$ cat config.mk
export PLATFORM = sky130hd
export DESIGN_NAME = gat_coef_top
export DESIGN_NICKNAME = d
export VERILOG_FILES = /design/src/hdl/gat_coef_pkg.sv /design/src/hdl/wh_mem_if.sv /design/src/hdl/coef_fetch.sv /design/src/hdl/dmvm.sv /design/src/hdl/gat_coef_top.sv /design/src/hdl/wh_loader.sv /design/src/hdl/wh_mem_arbiter.sv /design/src/hdl/wh_ram.sv
export SDC_FILE = /design/constraint.sdc
export NUM_CORES = 2
export LEC_CHECK = 0
export BUFFER_PORTS_ARGS = -buffer_cell sky130_fd_sc_hd__buf_4
export CAP_MARGIN = 25
export CORE_ASPECT_RATIO = 0.7
export CORE_UTILIZATION = 40
export CTS_CLUSTER_DIAMETER = 60
export DETAILED_ROUTE_END_ITERATION = 16
export PLACE_DENSITY_LB_ADDON = 0.2
export SETUP_SLACK_MARGIN = 0.1
export SYNTH_ARGS = -nofsm -noshare
export SYNTH_HDL_FRONTEND = slang
export SYNTH_HIERARCHICAL = 1
export SYNTH_SLANG_ARGS = --single-unit
$ cat constraint.sdc
create_clock -name clk -period 8.85 [get_ports clk]
set_clock_uncertainty 0.2 [all_clocks]
set_input_delay 0.885 -clock clk [delete_from_list [all_inputs] [get_ports clk]]
set_output_delay 0.885 -clock clk [all_outputs]
set_load 0.05 [all_outputs]
$ cat src/hdl/gat_coef_pkg.sv
// ==================================================
// Graph-attention coefficient package
// Widths, depths, latencies and shared types
// ==================================================

package gat_coef_pkg;

  localparam int NUM_FEATURE  = 4;
  // Multiply stage plus two adder tree levels
  localparam int NUM_STAGES   = 3;
  localparam int DATA_W       = 8;
  localparam int WH_DATA_W    = 12;
  localparam int DMVM_W       = 22;
  localparam int COEF_SHIFT   = 10;
  localparam int WH_DEPTH     = 32;
  localparam int WH_ADDR_W    = 5;
  // Four features then the source flag in bit 0
  localparam int WH_WORD_W    = 49;
  // Weights 0..3 source half, 4..7 neighbour half
  localparam int A_IDX_W      = 3;
  // Input register, three tree stages, output register
  localparam int DMVM_LATENCY = 5;

  typedef logic        [WH_ADDR_W-1:0] wh_addr_t;
  typedef logic        [WH_WORD_W-1:0] wh_word_t;
  typedef logic signed [WH_DATA_W-1:0] wh_feat_t;
  typedef logic signed [DATA_W-1:0]    attn_w_t;
  typedef logic signed [DMVM_W-1:0]    dmvm_sum_t;
  typedef logic        [DATA_W-1:0]    coef_t;
  typedef logic        [5:0]           cnt_t;

  typedef enum logic [1:0] {IDLE, READ, STALL} fetch_state_t;

endpackage

$ cat src/hdl/wh_mem_if.sv
// ==================================================
// WH memory requester port
// One peer's access path through the arbiter
// ==================================================

interface wh_mem_if;

  logic                    req;
  logic                    we;
  gat_coef_pkg::wh_addr_t  addr;
  gat_coef_pkg::wh_word_t  wdata;
  logic                    gnt;
  gat_coef_pkg::wh_word_t  rdata;

  modport requester (
    output req, we, addr, wdata,
    input  gnt, rdata
  );

  modport arbiter (
    input  req, we, addr, wdata,
    output gnt, rdata
  );

endinterface

$ cat src/hdl/coef_fetch.sv
// ==================================================
// Coefficient fetch engine
// Reads a run of WH rows, stalls on a full FIFO
// ==================================================

module coef_fetch (
  input  logic                    clk,
  input  logic                    rst_n,
  input  logic                    run_i,
  input  gat_coef_pkg::wh_addr_t  run_base_i,
  input  gat_coef_pkg::cnt_t      run_len_i,
  input  logic                    coef_full_i,
  output logic                    busy_o,
  output logic                    row_vld_o,
  wh_mem_if.requester             bus
);

  gat_coef_pkg::fetch_state_t  state_q;
  gat_coef_pkg::wh_addr_t      addr_q;
  gat_coef_pkg::cnt_t          remain_q;
  logic                        row_vld_q;

  // No request at all while the FIFO reports full
  assign bus.req   = (state_q == gat_coef_pkg::READ) && !coef_full_i;
  assign bus.we    = 1'b0;
  assign bus.addr  = addr_q;
  assign bus.wdata = '0;

  assign busy_o    = (state_q != gat_coef_pkg::IDLE);
  assign row_vld_o = row_vld_q;

  // ==================================================
  // Run FSM
  // ==================================================
  always_ff @(posedge clk or negedge rst_n) begin
    if (!rst_n) begin
      state_q  <= gat_coef_pkg::IDLE;
      addr_q   <= '0;
      remain_q <= '0;
    end else begin
      case (state_q)
        gat_coef_pkg::IDLE: begin
          if (run_i && (run_len_i != '0)) begin
            addr_q   <= run_base_i;
            remain_q <= run_len_i;
            state_q  <= gat_coef_pkg::READ;
          end
        end
        gat_coef_pkg::READ: begin
          if (coef_full_i) begin
            state_q <= gat_coef_pkg::STALL;
          end else if (bus.gnt) begin
            addr_q   <= addr_q + 1'b1;
            remain_q <= remain_q - 1'b1;
            if (remain_q == 6'd1) begin
              state_q <= gat_coef_pkg::IDLE;
            end
          end
        end
        gat_coef_pkg::STALL: begin
          if (!coef_full_i) begin
            state_q <= gat_coef_pkg::READ;
          end
        end
        default: state_q <= gat_coef_pkg::IDLE;
      endcase
    end
  end

  // Row strobe lines up with read data from the memory
  always_ff @(posedge clk or negedge rst_n) begin
    if (!rst_n) begin
      row_vld_q <= 1'b0;
    end else begin
      row_vld_q <= bus.gnt;
    end
  end

endmodule

$ cat src/hdl/dmvm.sv
// ==================================================
// Dual dot-product attention pipeline
// Source and neighbour sums, ReLU coefficient out
// ==================================================

module dmvm (
  input  logic                                   clk,
  input  logic                                   rst_n,
  input  logic                                   a_wr_i,
  input  logic [gat_coef_pkg::A_IDX_W-1:0]       a_idx_i,
  input  gat_coef_pkg::attn_w_t                  a_data_i,
  input  logic                                   row_vld_i,
  input  gat_coef_pkg::wh_word_t                 row_i,
  output gat_coef_pkg::coef_t                    coef_o,
  output logic                                   coef_vld_o
);

  localparam int NF   = gat_coef_pkg::NUM_FEATURE;
  localparam int NS   = gat_coef_pkg::NUM_STAGES;
  localparam int LAT  = gat_coef_pkg::DMVM_LATENCY;
  localparam int FW   = gat_coef_pkg::WH_DATA_W;
  localparam int WW   = gat_coef_pkg::WH_WORD_W;

  gat_coef_pkg::attn_w_t    a_q [2*NF];
  gat_coef_pkg::wh_word_t   row_q;
  gat_coef_pkg::wh_feat_t   feat [NF];

  // Index 0 is the source half, index 1 the neighbour half
  gat_coef_pkg::dmvm_sum_t  prod_q [2][NF];
  gat_coef_pkg::dmvm_sum_t  lvl1_q [2][NF/2];
  gat_coef_pkg::dmvm_sum_t  sum_q  [2];

  gat_coef_pkg::dmvm_sum_t  src_hold_q;
  gat_coef_pkg::dmvm_sum_t  src_cur;
  logic signed [gat_coef_pkg::DMVM_W:0] total;
  logic signed [gat_coef_pkg::DMVM_W:0] total_sh;
  gat_coef_pkg::coef_t      coef_trunc;
  gat_coef_pkg::coef_t      coef_q;

  logic [LAT-1:0]           vld_sr;
  logic [NS-1:0]            flag_sr;
  logic                     src_upd;

  // ==================================================
  // Attention weight bank
  // ==================================================
  always_ff @(posedge clk or negedge rst_n) begin
    if (!rst_n) begin
      for (int i = 0; i < 2*NF; i++) begin
        a_q[i] <= '0;
      end
    end else if (a_wr_i) begin
      a_q[a_idx_i] <= a_data_i;
    end
  end

  // Capture the row as it leaves the memory
  always_ff @(posedge clk) begin
    if (row_vld_i) begin
      row_q <= row_i;
    end
  end

  // Feature 0 sits in the top bits of the word
  always_comb begin
    for (int k = 0; k < NF; k++) begin
      feat[k] = row_q[WW-1-k*FW -: FW];
    end
  end

  // ==================================================
  // Multiply and adder tree
  // ==================================================
  always_ff @(posedge clk) begin
    for (int h = 0; h < 2; h++) begin
      for (int k = 0; k < NF; k++) begin
        prod_q[h][k] <= a_q[h*NF+k] * feat[k];
      end
      for (int k = 0; k < NF/2; k++) begin
        lvl1_q[h][k] <= prod_q[h][2*k] + prod_q[h][2*k+1];
      end
      sum_q[h] <= lvl1_q[h][0] + lvl1_q[h][1];
    end
  end

  // Valid and source flag travel beside the data
  always_ff @(posedge clk or negedge rst_n) begin
    if (!rst_n) begin
      vld_sr  <= '0;
      flag_sr <= '0;
    end else begin
      vld_sr  <= {vld_sr[LAT-2:0], row_vld_i};
      flag_sr <= {flag_sr[NS-2:0], row_q[0]};
    end
  end

  // ==================================================
  // Source hold and coefficient
  // ==================================================
  assign src_upd = flag_sr[NS-1] && vld_sr[NS];
  // A source row uses its own fresh sum
  assign src_cur = src_upd ? sum_q[0] : src_hold_q;

  always_ff @(posedge clk or negedge rst_n) begin
    if (!rst_n) begin
      src_hold_q <= '0;
    end else begin
      src_hold_q <= src_cur;
    end
  end

  assign total      = src_cur + sum_q[1];
  assign total_sh   = total >>> gat_coef_pkg::COEF_SHIFT;
  assign coef_trunc = total_sh[gat_coef_pkg::DATA_W-1:0];

  // ReLU on the truncated value
  always_ff @(posedge clk) begin
    coef_q <= coef_trunc[gat_coef_pkg::DATA_W-1] ? '0 : coef_trunc;
  end

  assign coef_o     = coef_q;
  assign coef_vld_o = vld_sr[LAT-1];

endmodule

$ cat src/hdl/gat_coef_top.sv
// ==================================================
// Graph-attention coefficient subsystem
// Loader, fetch, arbiter, WH memory and pipeline
// ==================================================

module gat_coef_top (
  input  logic                                 clk,
  input  logic                                 rst_n,
  input  logic                                 wh_wr_i,
  input  gat_coef_pkg::wh_addr_t               wh_addr_i,
  input  gat_coef_pkg::wh_word_t               wh_data_i,
  output logic                                 wh_busy_o,
  input  logic                                 a_wr_i,
  input  logic [gat_coef_pkg::A_IDX_W-1:0]     a_idx_i,
  input  gat_coef_pkg::attn_w_t                a_data_i,
  input  logic                                 run_i,
  input  gat_coef_pkg::wh_addr_t               run_base_i,
  input  gat_coef_pkg::cnt_t                   run_len_i,
  output logic                                 run_busy_o,
  input  logic                                 coef_full_i,
  output gat_coef_pkg::coef_t                  coef_o,
  output logic                                 coef_vld_o
);

  wh_mem_if ld_bus ();
  wh_mem_if rd_bus ();

  logic                    ram_en;
  logic                    ram_we;
  gat_coef_pkg::wh_addr_t  ram_addr;
  gat_coef_pkg::wh_word_t  ram_wdata;
  gat_coef_pkg::wh_word_t  ram_rdata;
  logic                    row_vld;

  // ==================================================
  // Memory peers
  // ==================================================
  wh_loader u_loader (
    .clk    (clk),
    .rst_n  (rst_n),
    .wr_i   (wh_wr_i),
    .addr_i (wh_addr_i),
    .data_i (wh_data_i),
    .busy_o (wh_busy_o),
    .bus    (ld_bus.requester)
  );

  coef_fetch u_fetch (
    .clk         (clk),
    .rst_n       (rst_n),
    .run_i       (run_i),
    .run_base_i  (run_base_i),
    .run_len_i   (run_len_i),
    .coef_full_i (coef_full_i),
    .busy_o      (run_busy_o),
    .row_vld_o   (row_vld),
    .bus         (rd_bus.requester)
  );

  wh_mem_arbiter u_arbiter (
    .clk         (clk),
    .rst_n       (rst_n),
    .ld_bus      (ld_bus.arbiter),
    .rd_bus      (rd_bus.arbiter),
    .ram_en_o    (ram_en),
    .ram_we_o    (ram_we),
    .ram_addr_o  (ram_addr),
    .ram_wdata_o (ram_wdata),
    .ram_rdata_i (ram_rdata)
  );

  wh_ram u_ram (
    .clk     (clk),
    .en_i    (ram_en),
    .we_i    (ram_we),
    .addr_i  (ram_addr),
    .wdata_i (ram_wdata),
    .rdata_o (ram_rdata)
  );

  // ==================================================
  // Coefficient pipeline
  // ==================================================
  dmvm u_dmvm (
    .clk        (clk),
    .rst_n      (rst_n),
    .a_wr_i     (a_wr_i),
    .a_idx_i    (a_idx_i),
    .a_data_i   (a_data_i),
    .row_vld_i  (row_vld),
    .row_i      (rd_bus.rdata),
    .coef_o     (coef_o),
    .coef_vld_o (coef_vld_o)
  );

endmodule

$ cat src/hdl/wh_loader.sv
// ==================================================
// Host WH row loader
// Holds one write until the arbiter grants it
// ==================================================

module wh_loader (
  input  logic                    clk,
  input  logic                    rst_n,
  input  logic                    wr_i,
  input  gat_coef_pkg::wh_addr_t  addr_i,
  input  gat_coef_pkg::wh_word_t  data_i,
  output logic                    busy_o,
  wh_mem_if.requester             bus
);

  logic                    pend_q;
  gat_coef_pkg::wh_addr_t  pend_addr_q;
  gat_coef_pkg::wh_word_t  pend_data_q;

  // Request straight from the host strobe, then from the pending copy
  assign bus.req   = wr_i || pend_q;
  assign bus.we    = 1'b1;
  assign bus.addr  = pend_q ? pend_addr_q : addr_i;
  assign bus.wdata = pend_q ? pend_data_q : data_i;

  assign busy_o = pend_q;

  always_ff @(posedge clk or negedge rst_n) begin
    if (!rst_n) begin
      pend_q <= 1'b0;
    end else begin
      pend_q <= bus.req && !bus.gnt;
    end
  end

  always_ff @(posedge clk) begin
    if (wr_i) begin
      pend_addr_q <= addr_i;
      pend_data_q <= data_i;
    end
  end

endmodule

$ cat src/hdl/wh_mem_arbiter.sv
// ==================================================
// WH memory arbiter
// Round-robin between host loader and fetch engine
// ==================================================

module wh_mem_arbiter (
  input  logic                    clk,
  input  logic                    rst_n,
  wh_mem_if.arbiter               ld_bus,
  wh_mem_if.arbiter               rd_bus,
  output logic                    ram_en_o,
  output logic                    ram_we_o,
  output gat_coef_pkg::wh_addr_t  ram_addr_o,
  output gat_coef_pkg::wh_word_t  ram_wdata_o,
  input  gat_coef_pkg::wh_word_t  ram_rdata_i
);

  // High when the fetch engine was served last
  logic last_rd_q;
  logic ld_gnt;
  logic rd_gnt;

  // ==================================================
  // Grant decision
  // ==================================================
  // On a conflict the peer not served last wins
  assign ld_gnt = ld_bus.req && (!rd_bus.req || last_rd_q);
  assign rd_gnt = rd_bus.req && (!ld_bus.req || !last_rd_q);

  assign ld_bus.gnt = ld_gnt;
  assign rd_bus.gnt = rd_gnt;

  always_ff @(posedge clk or negedge rst_n) begin
    if (!rst_n) begin
      last_rd_q <= 1'b0;
    end else if (ld_gnt) begin
      last_rd_q <= 1'b0;
    end else if (rd_gnt) begin
      last_rd_q <= 1'b1;
    end
  end

  // ==================================================
  // Memory port mux
  // ==================================================
  assign ram_en_o    = ld_gnt || rd_gnt;
  assign ram_we_o    = ld_gnt ? ld_bus.we    : (rd_gnt && rd_bus.we);
  assign ram_addr_o  = ld_gnt ? ld_bus.addr  : rd_bus.addr;
  assign ram_wdata_o = ld_gnt ? ld_bus.wdata : rd_bus.wdata;

  // Read data is shared, each peer knows when it asked
  assign ld_bus.rdata = ram_rdata_i;
  assign rd_bus.rdata = ram_rdata_i;

endmodule

$ cat src/hdl/wh_ram.sv
// ==================================================
// WH row memory
// Single port, registered read, one cycle latency
// ==================================================

module wh_ram (
  input  logic                    clk,
  input  logic                    en_i,
  input  logic                    we_i,
  input  gat_coef_pkg::wh_addr_t  addr_i,
  input  gat_coef_pkg::wh_word_t  wdata_i,
  output gat_coef_pkg::wh_word_t  rdata_o
);

  gat_coef_pkg::wh_word_t mem [gat_coef_pkg::WH_DEPTH];

  always_ff @(posedge clk) begin
    if (en_i) begin
      if (we_i) begin
        mem[addr_i] <= wdata_i;
      end else begin
        rdata_o <= mem[addr_i];
      end
    end
  end

endmodule

==> results by group <==
Clock network
  • TritonCTS Buffers: 209
  • CTS tree: done
  • CTS Root Cell: clkbuf_16
  • Clock transition at path regs: 60 ps
  • Latest clock arrival within the worst-skew pair: 880 ps
  • CTS sink count: 2085
  • Max H-tree Level: 4
  • CTS Buffer Depth: 4
  • CTS resizes: 0

Die
  • Die width: 618 um
  • Die Height: 433 um
  • Core area: 265000 um2
  • Die area: 268000 um2
  • Row count: 158
  • Starting Density: 40.2%
  • I/O pin total: 93

Layout
  • Layout cells sized above 1: 9.87%
  • Synth-to-Final Area Change: 11.0%
  • Post-layout util: 44.6%
  • Filler cells: 23600
  • Nets: 8907
  • Final Non-Filler Cells: 11500

Global route
  • GRT Overall Usage: 21.4%
  • Largest net degree at the start of global routing: 110
  • Initial antenna violation count: 21
  • Congestion Overflow GR: 0
  • Vias in the first global route: 61700
  • First-pass GRT wire length: 420 mm

Placement
  • Input/output buffers: 91
  • DP Cell Count: 11100
  • Last weighted congestion value of the routability-driven placer: 0.835
  • DP Wirelength: 191 mm

Route
  • Metal2 WL: 123 mm
  • Post-route ant nets: 0
  • Routed met3 length: 23.7 mm
  • Via density per instance: 5.32
  • DR iter-0 viols: 5052
  • Final WL: 287 mm
  • Via count: 61400
  • Post-Route M1 WL: 135 mm
  • WL/cell: 24.9 um
  • DRC: 0
  • Top sig layer: met5
  • Initial DRT Pass Iterations: 5

Critical path
  • Largest fanout on the critical path: 32
  • Crit. End Element: flip-flop
  • R2R depth: 10
  • WS Path Type: flip-flop to flip-flop
  • Arrival time of the worst setup path: 6850 ps
  • Kind of start point of the critical path: flip-flop
  • Worst EP required: 9090 ps

Logic synthesis
  • Synth warn: 6
  • Mapped Area: 106000 um2
  • Syn Inst Count: 7750
  • Synthesized area per cell: 13.7 um2

Min path
  • Worst hold path cell count: 1
  • Min-Delay Path Class: input pin to flip-flop

STA
  • Final hold violation count: 0
  • Final setup viols: 0
  • Final Slew Violations: 0
  • Fin crit share: 74.7%
  • Worst-margin pin slew: 1090 ps
  • Setup TNS: 0 ps
  • Relative slew slack: 27.3%
  • Post-route minimum period: 6610 ps
  • Max Clk Rate: 0.151 GHz
  • RSZ-0062 raised after global routing: false

Job
  • MaxCap Viol Count: 0

Outcome
  • Status: finished clean
==> path summary, 6_finish.rpt <==
| check | startpoint | end | slack (ps) |
|---|---|---|---|
| min in group asynchronous | rst_n | u_loader/busy_o | 500 |
| hold / removal | wh_data_i[41] | u_loader/pend_data_q[41] | 60 |
| setup / recovery | u_fetch/state_q[0] | u_ram/mem[14][3] | 2240 |
| max in group asynchronous | rst_n | u_dmvm/a_q[19] | 6660 |
| setup reg to reg | u_fetch/state_q[0] | u_ram/mem[14][3] | 2240 |
| hold reg to reg | u_dmvm/row_q[0] | u_dmvm/flag_sr[0] | 140 |
==> cell type report <==
cell class                      instances  area, um2  area share (%)
Tap cell                             3520       4400            3.73
Antenna cell                            4       10.0         0.00847
Clock inverter                        121       1210            1.02
Timing Repair Buffer                  245       2110            1.79
Clock buffer                          254       5560            4.71
Multi-Input combinational cell       4425      42000            35.6
Inverter                              884       3330            2.82
Sequential cell                      2085      59500            50.4
==> sequential cells by signal, summed over array words and instances (netlist names) <==
name	flops
u_arbiter/last_rd_q	1
u_dmvm/a_q	64
u_dmvm/coef_o	7
u_dmvm/flag_sr	3
u_dmvm/lvl1_q	72
u_dmvm/prod_q	144
u_dmvm/row_q	49
u_dmvm/src_hold_q	18
u_dmvm/sum_q	36
u_dmvm/vld_sr	5
u_fetch/bus.addr	5
u_fetch/remain_q	6
u_fetch/row_vld_o	1
u_fetch/state_q	2
u_loader/busy_o	1
u_loader/pend_addr_q	5
u_loader/pend_data_q	49
u_ram/mem	1568
u_ram/rdata_o	49
==> critical path, cell delays in order, from the launching register on <==
cell and delay [ps]:
dfrtp_1 700, inv_1 160, nor3_1 730, inv_1 230
o21ai_4 180, buf_4 390, buf_4 570, mux2_2 620
nand4b_1 830, nor2_4 950, buf_4 620
==> metal layers <==
metal	up-vias	GRT usage (%)
li1	27400	-
met1	31600	31.7
met2	2086	31.8
met3	325	4.93
met4	2	4.72
met5	-	0
==> layout by cell type (no fill, tap or decap), types with 40 or more instances in the layout <==
master / instances
and2_1: 500
edfxtp_1: 1720
mux2i_1: 793
dfrtp_1: 104
mux2_2: 146
xnor2_1: 209
inv_1: 874
xor2_1: 41
nor3_1: 43
buf_4: 186
nor2_1: 186
dfxtp_1: 259
conb_1: 52
fa_1: 582
o21ai_0: 71
ha_1: 393
a21o_1: 43
o22ai_1: 394
dlygate4sd3_1: 40
clkbuf_16: 210
a21oi_1: 107
nand2_1: 307
clkinv_2: 40
nand3_1: 41
nor4_1: 98
==> timing repair <==
item,in CTS,in global routing
hold buffers,40,0
buffers inserted,0,0
hold endpoints to repair,100,0
==> through the flow <==
step	setup slack [ps]	hold slack [ps]	area (um2)
6_report	2240	57.8	118000
5_1_grt	2000	26.1	118000
3_3_place_gp	2040	136	111000
3_5_place_dp	2060	136	111000
2_1_floorplan	1680	131	107000
4_1_cts	2240	6.89	118000
Power is not shown: default switching activity piles up to over one toggle a cycle in this logic, so the estimate is an artifact.
